$ cat src/hdl/img_pkg.sv
`default_nettype none

package img_pkg;

    // ================================================
    // Widths
    // ================================================
    localparam int WORD_W  = 16;
    localparam int PIX_W   = 12;
    localparam int COUNT_W = 16;

    // ================================================
    // Enums
    // ================================================
    typedef enum logic {
        CMD_CAPTURE,
        CMD_READOUT
    } cmd_op_e;

    typedef enum logic [2:0] {
        CAP_IDLE,
        CAP_HEADER,
        CAP_WAIT_INVALID,
        CAP_WAIT_VALID,
        CAP_FRAME,
        CAP_CSUM_A,
        CAP_CSUM_B,
        CAP_DONE
    } cap_state_e;

    typedef enum logic [2:0] {
        CTRL_IDLE,
        CTRL_CAPTURE,
        CTRL_CAP_FINISH,
        CTRL_READOUT,
        CTRL_ACK
    } ctrl_state_e;

    // ================================================
    // Structs
    // ================================================
    // Sensor pixel bus, already in the clk domain
    typedef struct packed {
        logic             fv;
        logic             lv;
        logic [PIX_W-1:0] d;
    } pixel_bus_t;

    // One word written into the frame store
    typedef struct packed {
        logic               en;
        logic               block;
        logic [COUNT_W-1:0] addr;
        logic [WORD_W-1:0]  data;
    } store_wr_t;

    typedef struct packed {
        logic [COUNT_W-1:0] word_count;
        logic [COUNT_W-1:0] highlight_count;
        logic [COUNT_W-1:0] shadow_count;
    } capture_status_t;

endpackage

`default_nettype wire

$ cat src/hdl/pixel_stats.sv
`timescale 1ns/1ps
`default_nettype none

module pixel_stats (
    input  logic                        clk,
    input  logic                        readout_rst,
    input  logic                        start,
    input  logic                        frame_window,
    input  img_pkg::pixel_bus_t         pix,
    output logic [img_pkg::COUNT_W-1:0] highlight_count,
    output logic [img_pkg::COUNT_W-1:0] shadow_count
);
    import img_pkg::*;

    logic             lv_q;
    logic [1:0]       col;
    logic [1:0]       row;
    logic             samp_en;
    logic [PIX_W-1:0] samp_d;
    logic [6:0]       samp_top;

    assign samp_top = samp_d[PIX_W-1 -: 7];

    // Sampled pixel value, qualified by samp_en
    always_ff @(posedge clk) begin
        samp_d <= pix.d;
    end

    always_ff @(posedge clk) begin
        if (!readout_rst) begin
            lv_q            <= 1'b0;
            col             <= '0;
            row             <= '0;
            samp_en         <= 1'b0;
            highlight_count <= '0;
            shadow_count    <= '0;
        end else begin
            lv_q <= pix.lv;

            // Only the position modulo 4 matters
            col <= pix.lv ? col + 2'd1 : 2'd0;
            if (!pix.fv) begin
                row <= '0;
            end else if (lv_q && !pix.lv) begin
                row <= row + 2'd1;
            end

            samp_en <= frame_window && pix.lv && (col == 2'd0) && (row == 2'd0);

            if (start) begin
                highlight_count <= '0;
                shadow_count    <= '0;
            end else if (samp_en) begin
                // Saturating counts
                if (&samp_top && (highlight_count != '1)) begin
                    highlight_count <= highlight_count + 1'b1;
                end
                if (!(|samp_top) && (shadow_count != '1)) begin
                    shadow_count <= shadow_count + 1'b1;
                end
            end
        end
    end

endmodule

`default_nettype wire

$ cat config.mk
export PLATFORM = sky130hd
export DESIGN_NAME = pixel_stats
export DESIGN_NICKNAME = d
export VERILOG_FILES = /design/src/hdl/img_pkg.sv /design/src/hdl/pixel_stats.sv
export SDC_FILE = /design/constraint.sdc
export NUM_CORES = 1
export LEC_CHECK = 0
export BUFFER_PORTS_ARGS = -buffer_cell sky130_fd_sc_hd__clkbuf_2
export CELL_PAD_IN_SITES_DETAIL_PLACEMENT = 1
export CELL_PAD_IN_SITES_GLOBAL_PLACEMENT = 2
export CORE_ASPECT_RATIO = 2
export CORE_MARGIN = 2
export CORE_UTILIZATION = 30
export DETAILED_ROUTE_END_ITERATION = 8
export PLACE_DENSITY = 0.85
export SYNTH_ARGS = -nofsm -noshare
export SYNTH_HDL_FRONTEND = slang
export SYNTH_SLANG_ARGS = --single-unit
$ cat constraint.sdc
create_clock -name clk -period 5.12 [get_ports clk]
set_clock_uncertainty 0.05 [all_clocks]
set_input_delay 0.768 -clock clk [delete_from_list [all_inputs] [get_ports clk]]
set_output_delay 0.768 -clock clk [all_outputs]
set_load 0.01 [all_outputs]
### Word-level counts from Yosys, hierarchy flattened

Index checks and enable logic that the tools add are counted.

* register bits after elaboration: 50
* bits of input ports: 18
* output and inout port bits: 32
* logic and storage cells: 31

* add/subtract/negate cells: 4
* eq/ne operators: 2
* bitwise operators: 1
* reduce and logical (&&, ||, !) cells: 17

Operator list (count)
* 16-bit by 1-bit adder with 16-bit output (second input constant): 2
* 16-bit != test (second input constant): 2
* 2-bit AND reduction: 4
* 7-bit AND reduction: 1
* 7-bit OR reduction: 1
* 1-bit logical AND: 6
* 2-bit by 1-bit adder with 2-bit output (second input constant): 2
* 2-bit logical NOT: 2
* 1-bit logical NOT: 2
* 2-bit OR reduction: 1
* 1-bit NOT: 1

### Longest topological paths before layout

* depth in word-level cells: 4
* mapped depth: 6
* gate-level depth less buffers: 5

### Worst setup path after synthesis

No wires, ideal clock.

* path type: reg-to-reg
* start: reg highlight_count[0] (netlist name)
* end: reg highlight_count[13] (netlist name)
* setup time: 0.125 ns
* arrival: 1.746 ns
* data required time: 4.945 ns
* slack: 3.199 ns
* cell stages (with the launch flop): 7
* path buffers: 1
* period minus slack after synthesis: 1.921 ns
* cells stage by stage: dfxtp_1 -> ha_1 -> nand4_1 -> nor4_1 -> clkbuf_1 -> nor3b_1 -> mux2i_1

* word-level cells in the longest chain between the ends: 3
* elaborated cells on any way between the ends: 4
* classes of those cells: 1 x add/sub; 1 x eq/ne; 2 x reduce/logical

Ends and longest elaborated chain
* from (decl): RTL line pixel_stats.sv:10 `output logic [img_pkg::COUNT_W-1:0] highlight_count,`
* from (signal assigned): RTL line pixel_stats.sv:56 `highlight_count <= highlight_count + 1'b1;`
* parallel branches: the longest is 3 deep, another holds 16-bit by 1-bit adder with 16-bit output

Parallel ways; which one is timed is not known.
A chain may end at the register's enable or synchronous reset.

### Worst setup path in the final report

Same ends and word-level chain as after synthesis.

==> reports/results.md <==
Global routing
- via count of the first global-routing pass: 2162
- overall fraction of global-route tracks in use: 17.56%
- Remaining Overflow, GRT: 0
- wire length of the first global-routing pass: 10620 um
- maximum number of pins on one net before global-route repair: 23
- antenna violations before repair: 0

Setup path
- startpoint type of the worst setup path: register
- capturing element type of the critical path: register
- timing startpoint of the critical path: highlight_count[0]
- biggest fanout along the worst timing path: 8
- arrival time of data at the critical path endpoint: 2.66 ns
- r2r startpoint: highlight_count[0]
- type of the worst setup path: register to register
- worst path required time: 5.24 ns

Synth
- Synth Area per Inst: 8.597 um2
- Post-Synth XOR/XNOR Area: 0.4108%
- post-synthesis simple-gate area fraction: 33.22%
- synthesized netlist cell count: 248
- share of synthesized area spent on multiplexers: 3.286%
- proportion of synthesized chip area in sequential cells: 42.25%
- largest family of logic cells by synthesized area: simple AND/OR/NAND/NOR gates
- count of cell types in the netlist: 38
- share of synthesized cell area in full adder, half adder and majority cells: 2.347%
- post-synthesis compound-gate area fraction: 15.61%
- Yosys reg bits: 45
- post-synthesis cell area: 0.002132 mm2
- number of nets produced by synthesis: 270
- yosys synthesis warning count: 0

Clocking
- number of gates resized after CTS: 0
- Clk Tree Root Cell: sky130_fd_sc_hd__clkbuf_16
- clock transition time at the flip-flop clock pins of the worst setup and hold paths: 0.06 ns
- post-CTS setup buffer count: 0
- Skew-Pair Late Insertion Delay: 0.29 ns
- number of H-tree branching levels: 2
- clock tree from TritonCTS: yes
- number of buffers between clock root and the deepest sink: 2
- count of hold buffers inserted by post-cts repair: 0
- Num Clock Sinks: 45
- number of buffers inserted during clock tree synthesis: 5

STA
- time the worst path needs with I/O delays and setup: 2.543 ns
- maximum achievable frequency: 0.3932 GHz
- Rel. slew slack: 31.26%
- setup violation total in the final timing report: 0
- number of endpoints with negative hold slack in the final report: 0
- transition time at the pin with the least slew margin: 1.022 ns
- Setup TNS Final: 0 ns
- unrepaired setup endpoints after global routing: false
- total count of max-transition violations in the final report: 0
- share of the clock period used by the worst path: 49.67%

Routing
- DRC: 0
- WL final: 6338 um
- wire length per cell after detailed routing: 16.55 um
- DR vias: 2140
- detailed-route vias per instance: 5.587
- number of detailed-routing iterations run before antenna repair: 4
- ANT nets after route: 0
- DRC violation total after the first TritonRoute iteration: 113

Flow run
- number of maximum-capacitance constraint violations: 0

Layout
- commonest cells after routing, fill and taps aside: sky130_fd_sc_hd__dfxtp_1, sky130_fd_sc_hd__clkbuf_2, sky130_fd_sc_hd__nand2_1
- post-synthesis to final-layout area growth: 21.30%
- most common cell after layout, fill and taps aside: sky130_fd_sc_hd__dfxtp_1
- number of nets in the finished design: 316
- final non-filler cell area: 0.002586 mm2
- number of antenna repair diodes: 0
- share of post-route cells with drive strength above 1: 20.14%

Placed design
- half-perimeter wire length after detailed placement: 4778 um
- IO buf count: 44
- total cell area at the placement stage: 0.002456 mm2
- routability congestion estimate from global placement: 0.7896

Floorplanning
- die span in x: 63.61 um
- DIE AREA: 0.007838 mm2
- num ports: 50
- die height: 123.2 um
- Starting Density: 30.96%
- std cell rows: 43
- placeable core region: 0.006887 mm2

Pwr
- static leakage power: 0.0009387 uW
- Power, Total: 686.0 uW
- maximum resistive drop on vdd: 0.0001436 V
- power density normalized to cell area: 265.3 mW/mm2

Min path
- start point of the worst hold path: col[0]
- classification of the worst-slack hold path: register to register

Outcome
- result of the run: finished clean

[layout make-up]
class / count / area [um2]
inverter: 8 / 30.03
clock inverter: 1 / 5.005
timing repair buffer: 47 / 242.7
tap: 90 / 112.6
sequential: 45 / 900.9
fill: 870 / 4300
clock buffer: 5 / 125.1
multi-input combinational: 187 / 1170
[sequential cells by signal, summed over array words and instances, names as in the netlist]
register / cells
col: 2
row: 2
samp_d: 7
shadow_count: 16
samp_en: 1
lv_q: 1
highlight_count: 16
[routing by layer]
metal  vias up  global-route usage (%)  part of all wire, %
met4         0                   10.87                  2.5
li1       1038                       -                    -
met5         -                       0                    0
met3        11                   2.002                  2.3
met1      1054                   16.96                   36
met2        37                   34.41                   59
[where the power goes]
group | switching (uW) | internal (uW)
Combinational | 12.7 | 8.02
Sequential | 2.65 | 355
Clock | 133 | 175
[kinds of logic after synthesis]
logic type,count (synthesis)
and+or+nand+nor,123
xor gates and xnor gates,1
DFF,45
AOI/OAI and AO/OA,52
adders and majority gates,4
buffers and inverters,16
muxes,7
[Yosys cell counts]
| master | n | area share, % |
|---|---|---|
| sky130_fd_sc_hd__a2111o_1 | 1 | 0.53 |
| sky130_fd_sc_hd__a211oi_1 | 2 | 0.70 |
| sky130_fd_sc_hd__a21oi_1 | 19 | 4.5 |
| sky130_fd_sc_hd__a31o_2 | 1 | 0.41 |
| sky130_fd_sc_hd__a31oi_1 | 3 | 0.88 |
| sky130_fd_sc_hd__a41o_1 | 2 | 0.94 |
| sky130_fd_sc_hd__and2_1 | 4 | 1.2 |
| sky130_fd_sc_hd__and3_1 | 5 | 1.5 |
| sky130_fd_sc_hd__and4_1 | 4 | 1.6 |
| sky130_fd_sc_hd__buf_1 | 1 | 0.18 |
| sky130_fd_sc_hd__buf_2 | 1 | 0.23 |
| sky130_fd_sc_hd__clkbuf_1 | 6 | 1.1 |
| sky130_fd_sc_hd__dfxtp_1 | 45 | 42 |
| sky130_fd_sc_hd__ha_1 | 4 | 2.3 |
| sky130_fd_sc_hd__inv_1 | 8 | 1.4 |
| sky130_fd_sc_hd__mux2i_1 | 7 | 3.3 |
| sky130_fd_sc_hd__nand2_1 | 26 | 4.6 |
| sky130_fd_sc_hd__nand2b_1 | 7 | 2.1 |
| sky130_fd_sc_hd__nand3_1 | 15 | 3.5 |
| sky130_fd_sc_hd__nand4_1 | 15 | 4.4 |
| sky130_fd_sc_hd__nand4b_1 | 1 | 0.41 |
| sky130_fd_sc_hd__nor2_1 | 10 | 1.8 |
| sky130_fd_sc_hd__nor2b_1 | 2 | 0.59 |
| sky130_fd_sc_hd__nor3_1 | 4 | 0.94 |
| sky130_fd_sc_hd__nor3b_1 | 1 | 0.35 |
| sky130_fd_sc_hd__nor4_1 | 7 | 2.1 |
| sky130_fd_sc_hd__nor4_2 | 2 | 1.2 |
| sky130_fd_sc_hd__nor4b_2 | 1 | 0.70 |
| sky130_fd_sc_hd__o211a_1 | 1 | 0.47 |
| sky130_fd_sc_hd__o21a_1 | 1 | 0.35 |
| sky130_fd_sc_hd__o21ai_0 | 9 | 2.1 |
| sky130_fd_sc_hd__o31a_1 | 1 | 0.41 |
| sky130_fd_sc_hd__o31ai_1 | 10 | 3.5 |
| sky130_fd_sc_hd__o41ai_1 | 2 | 0.82 |
| sky130_fd_sc_hd__or2_2 | 2 | 0.59 |
| sky130_fd_sc_hd__or3_1 | 3 | 0.88 |
| sky130_fd_sc_hd__or4_1 | 14 | 4.9 |
| sky130_fd_sc_hd__xnor2_1 | 1 | 0.41 |
[worst max-delay path, cell delays in order (launching register included)]
cell	delay, ns
sky130_fd_sc_hd__dfxtp_1	0.46
sky130_fd_sc_hd__ha_1	0.28
sky130_fd_sc_hd__nand4_1	0.24
sky130_fd_sc_hd__nor4_1	0.90
sky130_fd_sc_hd__buf_4	0.30
sky130_fd_sc_hd__nor3b_1	0.07
sky130_fd_sc_hd__mux2i_1	0.13
[through the flow]
stage	worst slack (ns)	hold WS (ns)	std cells	util, %
after detailed placement	2.595	0.3692	377	35.67
after floorplan	3.199	0.3425	248	-
after global placement	2.606	0.3535	377	35.67
final	2.577	0.3740	383	37.55
after CTS	2.558	0.3768	383	37.55
after global routing	2.309	0.3992	383	37.55
[final timing paths]
path                                       endpoint  slack (ns)  cells after the start
worst max-delay path            highlight_count[13]        2.58                      6
worst min register to register               col[0]        0.37                      1
worst max register to register  highlight_count[13]        2.58                      6
worst min-delay path                         col[0]        0.37                      1
No activity file was read; power rests on OpenSTA's default activity.
