<file path="src/hdl/img_pkg.sv">
`default_nettype none

package img_pkg;

    // ================================================
    // Widths
    // ================================================
    localparam int WORD_W  = 16;
    localparam int PIX_W   = 12;
    localparam int COUNT_W = 16;

    // ================================================
    // Enums
    // ================================================
    typedef enum logic {
        CMD_CAPTURE,
        CMD_READOUT
    } cmd_op_e;

    typedef enum logic [2:0] {
        CAP_IDLE,
        CAP_HEADER,
        CAP_WAIT_INVALID,
        CAP_WAIT_VALID,
        CAP_FRAME,
        CAP_CSUM_A,
        CAP_CSUM_B,
        CAP_DONE
    } cap_state_e;

    typedef enum logic [2:0] {
        CTRL_IDLE,
        CTRL_CAPTURE,
        CTRL_CAP_FINISH,
        CTRL_READOUT,
        CTRL_ACK
    } ctrl_state_e;

    // ================================================
    // Structs
    // ================================================
    // Sensor pixel bus, already in the clk domain
    typedef struct packed {
        logic             fv;
        logic             lv;
        logic [PIX_W-1:0] d;
    } pixel_bus_t;

    // One word written into the frame store
    typedef struct packed {
        logic               en;
        logic               block;
        logic [COUNT_W-1:0] addr;
        logic [WORD_W-1:0]  data;
    } store_wr_t;

    typedef struct packed {
        logic [COUNT_W-1:0] word_count;
        logic [COUNT_W-1:0] highlight_count;
        logic [COUNT_W-1:0] shadow_count;
    } capture_status_t;

endpackage

`default_nettype wire

</file>
<file path="src/hdl/fletcher_checksum.sv">
`timescale 1ns/1ps
`default_nettype none

module fletcher_checksum (
    input  logic        clk,
    input  logic        readout_rst,
    input  logic        clear,
    input  logic        en,
    input  logic [15:0] word,
    output logic [15:0] sum_a,
    output logic [15:0] sum_b
);

    logic [15:0] next_a;

    // Add modulo 65535, carry folded back into bit 0
    function automatic logic [15:0] add_mod(input logic [15:0] x, input logic [15:0] y);
        logic [16:0] s;
        logic [15:0] f;
        s = {1'b0, x} + {1'b0, y};
        f = s[15:0] + {15'd0, s[16]};
        // All ones is the second encoding of zero
        return (f == 16'hffff) ? 16'h0000 : f;
    endfunction

    assign next_a = add_mod(sum_a, word);

    always_ff @(posedge clk) begin
        if (!readout_rst || clear) begin
            sum_a <= '0;
            sum_b <= '0;
        end else if (en) begin
            sum_a <= next_a;
            // b accumulates the updated a
            sum_b <= add_mod(sum_b, next_a);
        end
    end

endmodule

`default_nettype wire

</file>
<file path="src/hdl/capture_writer.sv">
`timescale 1ns/1ps
`default_nettype none

module capture_writer #(
    parameter int HEADER_WORDS  = 4,
    parameter int MAX_IMG_WORDS = 512
) (
    input  logic                        clk,
    input  logic                        readout_rst,
    input  logic                        start,
    input  logic                        block,
    input  logic [HEADER_WORDS*16-1:0]  header,
    input  img_pkg::pixel_bus_t         pix,
    output img_pkg::store_wr_t          store_wr,
    output logic                        frame_window,
    output logic [img_pkg::COUNT_W-1:0] word_count,
    output logic                        done
);
    import img_pkg::*;

    localparam int HDR_W = HEADER_WORDS * 16;
    localparam int HL_W  = $clog2(HEADER_WORDS + 1);

    cap_state_e         state;
    logic [HDR_W-1:0]   hdr_sr;
    logic [HL_W-1:0]    hdr_left;
    logic               blk;
    logic [COUNT_W-1:0] addr_cnt;

    logic               wr_block;
    logic [COUNT_W-1:0] wr_addr;
    logic               room;
    logic               data_req;
    logic               data_en;
    logic               csum_req;
    logic               nxt_en;
    logic [WORD_W-1:0]  data_word;
    logic [WORD_W-1:0]  nxt_data;
    logic [15:0]        sum_a;
    logic [15:0]        sum_b;

    // ================================================
    // Next write
    // ================================================
    // The start cycle already writes header word 0 at address 0
    assign wr_block = (state == CAP_IDLE) ? block : blk;
    assign wr_addr  = (state == CAP_IDLE) ? '0 : addr_cnt;

    // Two words are kept free for the checksum
    assign room = wr_addr < COUNT_W'(MAX_IMG_WORDS - 2);

    assign frame_window = pix.fv && ((state == CAP_WAIT_VALID) || (state == CAP_FRAME));

    always_comb begin
        data_req  = 1'b0;
        data_word = WORD_W'(pix.d);
        case (state)
            CAP_IDLE: begin
                data_req  = start;
                data_word = header[HDR_W-1 -: WORD_W];
            end
            CAP_HEADER: begin
                data_req  = 1'b1;
                data_word = hdr_sr[HDR_W-1 -: WORD_W];
            end
            CAP_WAIT_VALID, CAP_FRAME: begin
                data_req = frame_window && pix.lv;
            end
            default: begin
                data_req = 1'b0;
            end
        endcase
    end

    assign data_en  = data_req && room;
    assign csum_req = ((state == CAP_FRAME) && !pix.fv) || (state == CAP_CSUM_A);
    assign nxt_en   = data_en || csum_req;

    always_comb begin
        if (state == CAP_CSUM_A) begin
            nxt_data = sum_b;
        end else if (csum_req) begin
            nxt_data = sum_a;
        end else begin
            nxt_data = data_word;
        end
    end

    // Sums already include the word being registered this cycle
    fletcher_checksum u_checksum (
        .clk         (clk),
        .readout_rst (readout_rst),
        .clear       (state == CAP_DONE),
        .en          (data_en),
        .word        (data_word),
        .sum_a       (sum_a),
        .sum_b       (sum_b)
    );

    // ================================================
    // Sequencer
    // ================================================
    always_ff @(posedge clk) begin
        if (!readout_rst) begin
            state    <= CAP_IDLE;
            store_wr <= '0;
            hdr_left <= '0;
            blk      <= 1'b0;
            addr_cnt <= '0;
        end else begin
            store_wr <= '{en: nxt_en, block: wr_block, addr: wr_addr, data: nxt_data};
            if (nxt_en) begin
                addr_cnt <= wr_addr + 1'b1;
            end

            case (state)
                CAP_IDLE: begin
                    if (start) begin
                        blk      <= block;
                        hdr_left <= HL_W'(HEADER_WORDS - 1);
                        state    <= (HEADER_WORDS > 1) ? CAP_HEADER : CAP_WAIT_INVALID;
                    end
                end
                CAP_HEADER: begin
                    hdr_left <= hdr_left - 1'b1;
                    if (hdr_left == HL_W'(1)) begin
                        state <= CAP_WAIT_INVALID;
                    end
                end
                // Skip any frame already in progress
                CAP_WAIT_INVALID: if (!pix.fv) state <= CAP_WAIT_VALID;
                CAP_WAIT_VALID:   if (pix.fv) state <= CAP_FRAME;
                CAP_FRAME:        if (!pix.fv) state <= CAP_CSUM_A;
                CAP_CSUM_A:       state <= CAP_CSUM_B;
                CAP_CSUM_B:       state <= CAP_DONE;
                default:          state <= CAP_IDLE;
            endcase
        end
    end

    // Header shifts out most significant word first
    always_ff @(posedge clk) begin
        if (state == CAP_IDLE) begin
            hdr_sr <= header << WORD_W;
        end else if (state == CAP_HEADER) begin
            hdr_sr <= hdr_sr << WORD_W;
        end
    end

    assign word_count = addr_cnt;
    assign done       = (state == CAP_DONE);

endmodule

`default_nettype wire

</file>
<file path="config.mk">
export PLATFORM = sky130hd
export DESIGN_NAME = capture_writer
export DESIGN_NICKNAME = d
export VERILOG_FILES = /design/src/hdl/img_pkg.sv /design/src/hdl/fletcher_checksum.sv /design/src/hdl/capture_writer.sv
export SDC_FILE = /design/constraint.sdc
export NUM_CORES = 1
export LEC_CHECK = 0
export BUFFER_PORTS_ARGS = -buffer_cell sky130_fd_sc_hd__clkbuf_2
export CAP_MARGIN = 10
export CORE_MARGIN = 1.5
export CORE_UTILIZATION = 40
export DETAILED_ROUTE_END_ITERATION = 10
export PLACE_DENSITY_LB_ADDON = 0.08
export SYNTH_ARGS = -nofsm -noshare
export SYNTH_HDL_FRONTEND = slang
export SYNTH_SLANG_ARGS = --single-unit
</file>
<file path="constraint.sdc">
create_clock -name clk -period 11.9 [get_ports clk]
set_input_delay 1.19 -clock clk [delete_from_list [all_inputs] [get_ports clk]]
set_output_delay 1.19 -clock clk [all_outputs]
set_load 0.02 [all_outputs]
</file>
* Word level (Yosys, flattened, before mapping)
Cells that the tools add are included.
** Storage, ports and cells
- Register bits :: 137
- Bits in latches :: 0
- Memory bits (writable) :: 0
- Bits in read-only memories :: 0
- Input bits :: 82
- Output and inout bits :: 52
- Logic and storage cells :: 67
- Memories kept :: 0
** Operators by class
- Add/sub/neg operators :: 6
- $mul :: 0
- Divide/modulo/power cells :: 0
- $lt $le $gt $ge :: 1
- Equality and inequality tests :: 15
- Shift-type cells :: 0
- Muxes and demuxes :: 18
- Bitwise gates (word level) :: 0
- Reductions and logical operators :: 16
** Operators with widths (number)
- 2-to-1 mux 64 bit :: 2
- 2-to-1 mux 16 bit :: 5
- adder 16 x 16 -> 17 bit :: 2
- adder 16 x 1 -> 16 bit :: 2
- equality test 16 bit, second input constant :: 2
- case mux 16 bit (2 select lines) :: 1
- case mux 3 bit (7 select lines) :: 1
- 2-to-1 mux 3 bit :: 6
- adder 16 x 1 -> 16 bit, second input constant :: 1
- < comparator 16 x 9 -> 1 bit, second input constant :: 1
- equality test 3 bit, second input constant :: 4
- != test 2 bit, second input constant :: 5
- equality test 3 x 1 -> 1 bit, second input constant :: 2
- equality test 3 x 2 -> 1 bit, second input constant :: 2
- case mux 3 bit (2 select lines) :: 1
- AND reduction 5 bit :: 1
- logical AND 1 bit :: 4
- logical OR 1 bit :: 4
- AND reduction 2 bit :: 2
- zero test 3 bit :: 1
- case mux 1 bit (3 select lines) :: 1
- subtractor 3 x 1 -> 3 bit, second input constant :: 1
- zero test 1 bit :: 2
- nonzero test 2 bit :: 1
- other kinds (2) :: 2

* Longest topological paths before layout
Gate-level depths: netlist of run 1.
- Depth in word-level cells :: 10
- Gate-level depth with buffers :: 50
- Mapped depth without buffers :: 45

* By module
From an unflattened synthesis of run 1, not the netlist that was laid out.
** Unflattened totals
- Cell total of the unflattened synthesis :: 976
- Area, all modules :: 8519.4 µm²
** By module, submodules not included
- capture_writer :: instances 1, cells each 500, area each 4722.0 µm², seq. area each 2582.5 µm²
- fletcher_checksum :: instances 1, cells each 476, area each 3797.4 µm², seq. area each 640.6 µm²

* Worst setup path before layout of run 1
OpenSTA, ideal clock, no wires.
- Path type :: register -> register
- Start :: register state[0]
- End :: register u_checksum.sum_b[10]
- Setup time :: 0.134 ns
- Data arrival time :: 9.848 ns
- Data required time :: 11.766 ns
- Path slack :: 1.918 ns
- Cell stages (with the launch flop) :: 50
- Path buffers :: 6
- Period minus slack after synthesis :: 9.982 ns
- Path through :: dfxtp_1 inv_1 ha_1 nand2b_1 clkbuf_1 clkbuf_1 nand3_1 nand2_1 ha_1 inv_1 fa_1 nand2b_1 a21o_1 a21boi_0 o211ai_1 a21oi_1 a21o_1 a21o_1 [... 14 more ...] nand2_1 o211a_1 nor2_1 o21ai_0 a21oi_1 o21ai_0 nand2b_1 ha_1 ha_1 inv_1 a311o_1 nor4_2 nand4_1 a2111oi_0 o21ai_0 a2111oi_4 buf_2 a211oi_1
** On the way
- Longest elaborated chain between the ends :: 10
- Elaborated cells on any way between the ends :: 23
- Classes of those cells :: add/sub (4); order compare (1); eq/ne (6); mux (5); reduce/logical (7)
** RTL lines
- from (decl) :: line capture_writer.sv:24 : cap_state_e state;
- from (signal assigned) :: line capture_writer.sv:121 : state <= (HEADER_WORDS > 1) ? CAP_HEADER : CAP_WAIT_INVALID;
- equality test 3 x 1 -> 1 bit or zero test 3 bit (tied branches) :: line capture_writer.sv:57 : case (state)
- case mux 16 bit (2 select lines) * :: line capture_writer.sv:57
- adder 16 x 16 -> 17 bit * :: line fletcher_checksum.sv:20 : s = {1'b0, x} + {1'b0, y};
- adder 16 x 1 -> 16 bit * :: line fletcher_checksum.sv:21 : f = s[15:0] + {15'd0, s[16]};
- equality test 16 bit :: line fletcher_checksum.sv:23 : return (f == 16'hffff) ? 16'h0000 : f;
- 2-to-1 mux 16 bit * :: line fletcher_checksum.sv:23
- net u_checksum.next_a[8] :: line fletcher_checksum.sv:14 : logic [15:0] next_a;
- adder 16 x 16 -> 17 bit * :: line fletcher_checksum.sv:20
- adder 16 x 1 -> 16 bit * :: line fletcher_checksum.sv:21
- equality test 16 bit :: line fletcher_checksum.sv:23
- 2-to-1 mux 16 bit * :: line fletcher_checksum.sv:23
- to (signal assigned) :: line fletcher_checksum.sv:35 : sum_b <= add_mod(sum_b, next_a);
- to (decl) :: line fletcher_checksum.sv:11 : output logic [15:0] sum_b
Mark *: on every way through the listed nets, which the timed path passes. The rest lies on a longest branch.
A chain may end at the register's enable or synchronous reset.

* Final worst setup path of run 1
- Start :: register state[0]
- End :: register u_checksum.sum_b[8]
Same word-level chain as after synthesis.

==> impl_metrics.tcl, run 1 <==
set metrics [dict create \
    status "finished, final reports clean" \
    hold_violations 0 \
    htreeDepth 4 \
    syn-num-nets 1213 \
    rr_startpoint "state[0]" \
    r2r_end "u_checksum.sum_b[8]" \
    antenna_found_initial 2 \
    finalSetupViolCount 0 \
    die_h_um 153 \
    cts_sinks 137 \
    ys_seq_area_share_pct 35.6 \
    crit_top_cell "ha_1" \
    drt_wl_total_mm 26.7 \
    grt_pass1_vias 7573 \
    ys_ff_latch 137 \
    maxCapViolations 0 \
    synthDistinctLibCells 77 \
    ctsHoldBuffers 0 \
    track_usage_pct 22.6 \
    synthFlopType "dfxtp_1" \
    grt_pass1_wl_mm 41.8 \
    placed_area_mm2 0.00993 \
    critPathBufInv 5 \
    drt_first_pass_iters 5 \
    met3_length_mm 1.49 \
    gr-total-overflow 0 \
    top_layer_used "met5" \
    die_w_um 153 \
    yosysWarnings 0 \
    worst-path-stages 44 \
    timing.critical_path.to "u_checksum.sum_b[8]" \
    worstPathMaxFanout 33 \
    slew_viol_final 0 \
    grt_max_degree 60 \
    nets 1317 \
    num_vias 8261 \
    vias_per_cell 5.57 \
    ys_async_sr_fraction_pct 0 \
    avgSynthCellArea_um2 8.34 \
    slew-limit-headroom_pct 27.5 \
    drive_gt1_share_pct 17.8 \
    required_ns 12.16 \
    fmax_mhz 91.6 \
    routabilityCongestion 0.910 \
    tritoncts "done" \
    wl_met2_mm 12.2 \
    cts.path.max_buffers 2 \
    cts-root-buf "clkbuf_16" \
    synth_edf_count 48 \
    end_kind "flop" \
    tightest_slew_ns 1.08 \
    final_antenna_net_count 0 \
    crit_type "flop to flop" \
    netlist_area_mm2 0.00905 \
    routedWlPerCell_um 18.0 \
    start_util_pct 41.1 \
    num-fill-cells 2207 \
    worst_clock_skew_ns 0.0126 \
    period_share_pct 91.7 \
    slowest_delay_ns 0.85 \
    start_kind "flop" \
    wl_met1_mm 12.6 \
    cts_buffers 17 \
    crit_slowest_cell "or4b_1" \
    crit_start "state[0]" \
    synthCells 1085 \
    worstRegToRegCells 44 \
    drt-initial-drc-count 613 \
    drc 0 \
    hpwl_mm 20.3 \
    die-area_mm2 0.0235 \
    fp-row-count 54 \
    io_buffers 133 \
    final_cell_area_mm2 0.0105 \
    core_mm2 0.0220 \
    min_period_ns 10.91 \
    clock_latency_ns 0.42 \
    clk_pin_slew_ns 0.06 \
    arrival_ns 11.18 \
    min-delay-path-class "flop to flop" \
    crit_family "compound AO/OA/AOI/OAI gates" \
    r2r_slack_ns 0.99 \
    area_delta_synth_final_pct 16.4 \
    io-pin-count 134 \
]
## sequential cells by signal, indices dropped and copies added (netlist names)
name / flops
word_count: 16
u_checksum.sum_b: 16
blk: 1
hdr_left: 3
u_checksum.sum_a: 16
state: 3
hdr_sr: 48
store_wr: 34
## logic make-up (layout without fill, tap and decap cells)
group	count (synthesis)	after routing	share of synthesized area, %
adders and majority gates	46	46	6.53
other	0	1	0
AOI/OAI and AO/OA	270	270	21.8
buffers and inverters	81	198	3.54
DFF	137	137	35.6
xor gates and xnor gates	40	40	3.95
and+or+nand+nor	501	501	27.4
muxes	10	10	1.11
## synthesized netlist by cell type, types with 8 or more instances
master	instances	share of area, %
nand2_1	188	7.8
dfxtp_1	89	20
nor2_1	83	3.4
a21oi_1	59	3.3
clkbuf_1	51	2.1
edfxtp_1	48	16
ha_1	44	6.1
nand3_1	39	2.2
and2_1	35	2.4
and3_1	35	2.4
o21ai_0	32	1.8
xnor2_1	28	2.7
nor2b_1	27	1.9
inv_1	21	0.87
a211oi_1	20	1.7
nor3_1	17	0.94
o211ai_1	17	1.4
a22oi_1	14	1.2
o31ai_1	13	1.1
a21boi_0	12	1.0
o31a_1	12	1.2
a21o_1	11	0.91
nand4_1	11	0.76
xor2_1	11	1.1
a31oi_1	10	0.69
mux2i_1	10	1.1
nand2b_1	10	0.69
o21a_1	10	0.83
nor2_2	9	0.62
and4_1	8	0.77
## area by class of cell
type	count	area, µm²	share of cell area, %
inverter	21	78.8	0.749
timing repair buffer	145	768	7.30
clock inverter	15	154	1.46
multi-input combinational	867	5530	52.5
antenna	1	2.50	0.0238
sequential	137	3220	30.6
tap	280	350	3.33
clock buffer	17	425	4.04
## how the worst min path moves through the flow
stage	start	endpoint	slack (ns)	cells after the start
after floorplan	blk	blk	0.44	2
after detailed placement	blk	blk	0.46	2
after global placement	blk	blk	0.46	2
after CTS	blk	blk	0.47	2
final	blk	blk	0.47	2
after global routing	blk	blk	0.50	2
## what timing repair did
| item | 4_1_cts | 5_1_grt |
|---|---|---|
| setup buffers | 0 | 1 |
| setup endpoints to repair | 0 | 14 |
| gates resized for setup | 0 | 1 |
## stage by stage
| step | utilization [%] | setup TNS, ns | hold WS, ns | cells | setup WS [ns] |
|---|---|---|---|---|---|
| global placement | 45.1 | 0 | 0.458 | 1449 | 0.850 |
| CTS | 47.7 | 0 | 0.473 | 1481 | 0.619 |
| floorplan | - | 0 | 0.444 | 1085 | 1.92 |
| detailed placement | 45.1 | 0 | 0.464 | 1449 | 0.633 |
| finish | 47.8 | 0 | 0.473 | 1483 | 0.985 |
| global route | 47.8 | -0.301 | 0.499 | 1482 | -0.0297 |
## layout by cell type, fill, tap and decap left out, types with 14 or more instances in the layout
master	instances
xnor2_1	28
nor3_1	17
ha_1	44
o21ai_0	32
edfxtp_1	48
a211oi_1	20
inv_1	21
a21oi_1	59
nand3_1	39
dfxtp_1	89
nor2b_1	26
and3_1	35
nand2_1	187
nor2_1	82
a22oi_1	14
clkbuf_16	17
clkbuf_2	133
o211ai_1	17
and2_1	35
## routing by layer
layer,vias to the layer above,track usage [%]
li1,4156,-
met1,3863,31.7
met2,217,35.5
met3,23,4.39
met4,2,6.20
met5,-,0
## worst min-delay path, cell delays in order, from the launching register on
cell and delay [ns]:
dfxtp_1 0.31, nand2_1 0.05, a21boi_0 0.06
Power of run 1 is left out: the tool's default activity adds up to more than one toggle a clock period on the data nets, which glitch-free logic cannot reach.
==> run 2: changes to the inputs <==
CORE_UTILIZATION = 55   (was 40)
==> run 2 against run 1 <==
Compared with the run above: die area down 27%; clock skew down 0.0044 ns; sequential share of layout area up 0.34 points; final cell count down 4.6%; setup slack better by 0.083 ns; via count up 2.0%; fmax up 0.76%; non-clock buffer count down 3; global-route usage up 6.2 points; first-iteration DRC count up 3.1%; critical path type unchanged; critical endpoint is now u_checksum.sum_b[3]; largest cell class unchanged.
==> impl_metrics.tcl, run 2 (synthesis results as in run 1) <==
set metrics [dict create \
    top_register "hdr_sr" \
    area_delta_synth_final_pct 15.1 \
    end_kind "flop" \
    io-pin-count 134 \
    largest_register_ffs 48 \
    placed_area_mm2 0.00982 \
    r2r_slack_ns 1.07 \
    antenna_found_initial 0 \
    maxCapViolations 0 \
    htreeDepth 4 \
    arrival_ns 11.10 \
    final_antenna_net_count 0 \
    nets 1314 \
    worstPathMaxFanout 29 \
    fmax_mhz 92.3 \
    worstRegToRegCells 45 \
    rr_startpoint "state[0]" \
    crit_type "flop to flop" \
    slew_viol_final 0 \
    die-area_mm2 0.0172 \
    vias_per_cell 5.95 \
    core_mm2 0.0160 \
    drt-initial-drc-count 632 \
    start_kind "flop" \
    crit_top_cell "ha_1" \
    drc 0 \
    final_cell_mix "187 x nand2_1, 133 x clkbuf_2, 89 x dfxtp_1" \
    antennaDiodeCount 0 \
    timing.critical_path.to "u_checksum.sum_b[3]" \
    tightest_slew_ns 1.12 \
    slowest_delay_ns 0.82 \
    hpwl_mm 18.8 \
    track_usage_pct 28.9 \
    crit_start "state[0]" \
    grt_max_degree 60 \
    clock_latency_ns 0.42 \
    cts.path.max_buffers 2 \
    start_util_pct 56.6 \
    drt_wl_total_mm 25.1 \
    gr-total-overflow 0 \
    cts_buffers 17 \
    min_period_ns 10.83 \
    clk_pin_slew_ns 0.06 \
    routedWlPerCell_um 17.8 \
    hold_violations 0 \
    required_ns 12.17 \
    slew-limit-headroom_pct 25.3 \
    die_w_um 131 \
    crit_slowest_cell "or4b_1" \
    worst_clock_skew_ns 0.00816 \
    grt_pass1_wl_mm 39.9 \
    io_buffers 133 \
    finalSetupViolCount 0 \
    grt_pass1_vias 7811 \
    cts_sinks 137 \
    min-delay-path-class "flop to flop" \
    fin_hold_ws_ns 0.484 \
    ctsHoldBuffers 0 \
    final_common_cell "nand2_1" \
    final_cell_area_mm2 0.0104 \
    die_h_um 131 \
    num_vias 8426 \
    r2r_end "u_checksum.sum_b[3]" \
    tritoncts "done" \
    drive_gt1_share_pct 17.4 \
    period_share_pct 91.0 \
    status "finished, final reports clean" \
    fp-row-count 46 \
    top_regs "hdr_sr x48, store_wr x34" \
    cts-root-buf "clkbuf_16" \
    drt_first_pass_iters 5 \
    routabilityCongestion 0.934 \
    final_core_util_pct 65.1 \
]
## run 2: repair_timing
item	in CTS	in global routing
setup buffers	0	1
endpoints found under the setup margin	0	16
gates resized for setup	0	1
## run 2: stage by stage
stage	setup WS, ns	cells	TNS [ns]
2_1_floorplan	1.92	1085	0
3_3_place_gp	0.968	1382	0
3_5_place_dp	0.672	1382	0
4_1_cts	0.611	1414	0
5_1_grt	-0.00775	1415	-0.00775
6_report	1.07	1415	0
## run 2: layout make-up
type	instances	area (µm²)
fill	1418	5590
multi-input combinational	867	5530
sequential	137	3220
timing repair buffer	142	746
clock buffer	17	425
tap	216	270
clock inverter	15	138
inverter	21	78.8
## run 2: routing by layer
| metal | part of all wire [%] | GRT usage [%] |
|---|---|---|
| met1 | 46 | 38.9 |
| met2 | 45 | 45.8 |
| met3 | 6.5 | 6.40 |
| met4 | 2.6 | 10.1 |
| met5 | 0 | 0 |
## run 2: worst max-delay path: cells and delay by family (launching register included)
family,cells,cell delay [ns]
buf+inv,5,0.71
compound gates,16,3.51
simple gates,17,4.19
flops,1,0.39
fa+ha+maj,7,1.87
## run 2: worst min-delay path by stage
| stage | cells after the start | slack (ns) | end | start |
|---|---|---|---|---|
| 2_1_floorplan | 2 | 0.44 | blk | blk |
| 3_3_place_gp | 2 | 0.46 | blk | blk |
| 3_5_place_dp | 2 | 0.48 | store_wr[32] | blk |
| 4_1_cts | 2 | 0.49 | store_wr[32] | blk |
| 5_1_grt | 2 | 0.50 | blk | blk |
| 6_report | 2 | 0.48 | store_wr[32] | blk |
Power of run 2 is left out for the same reason.
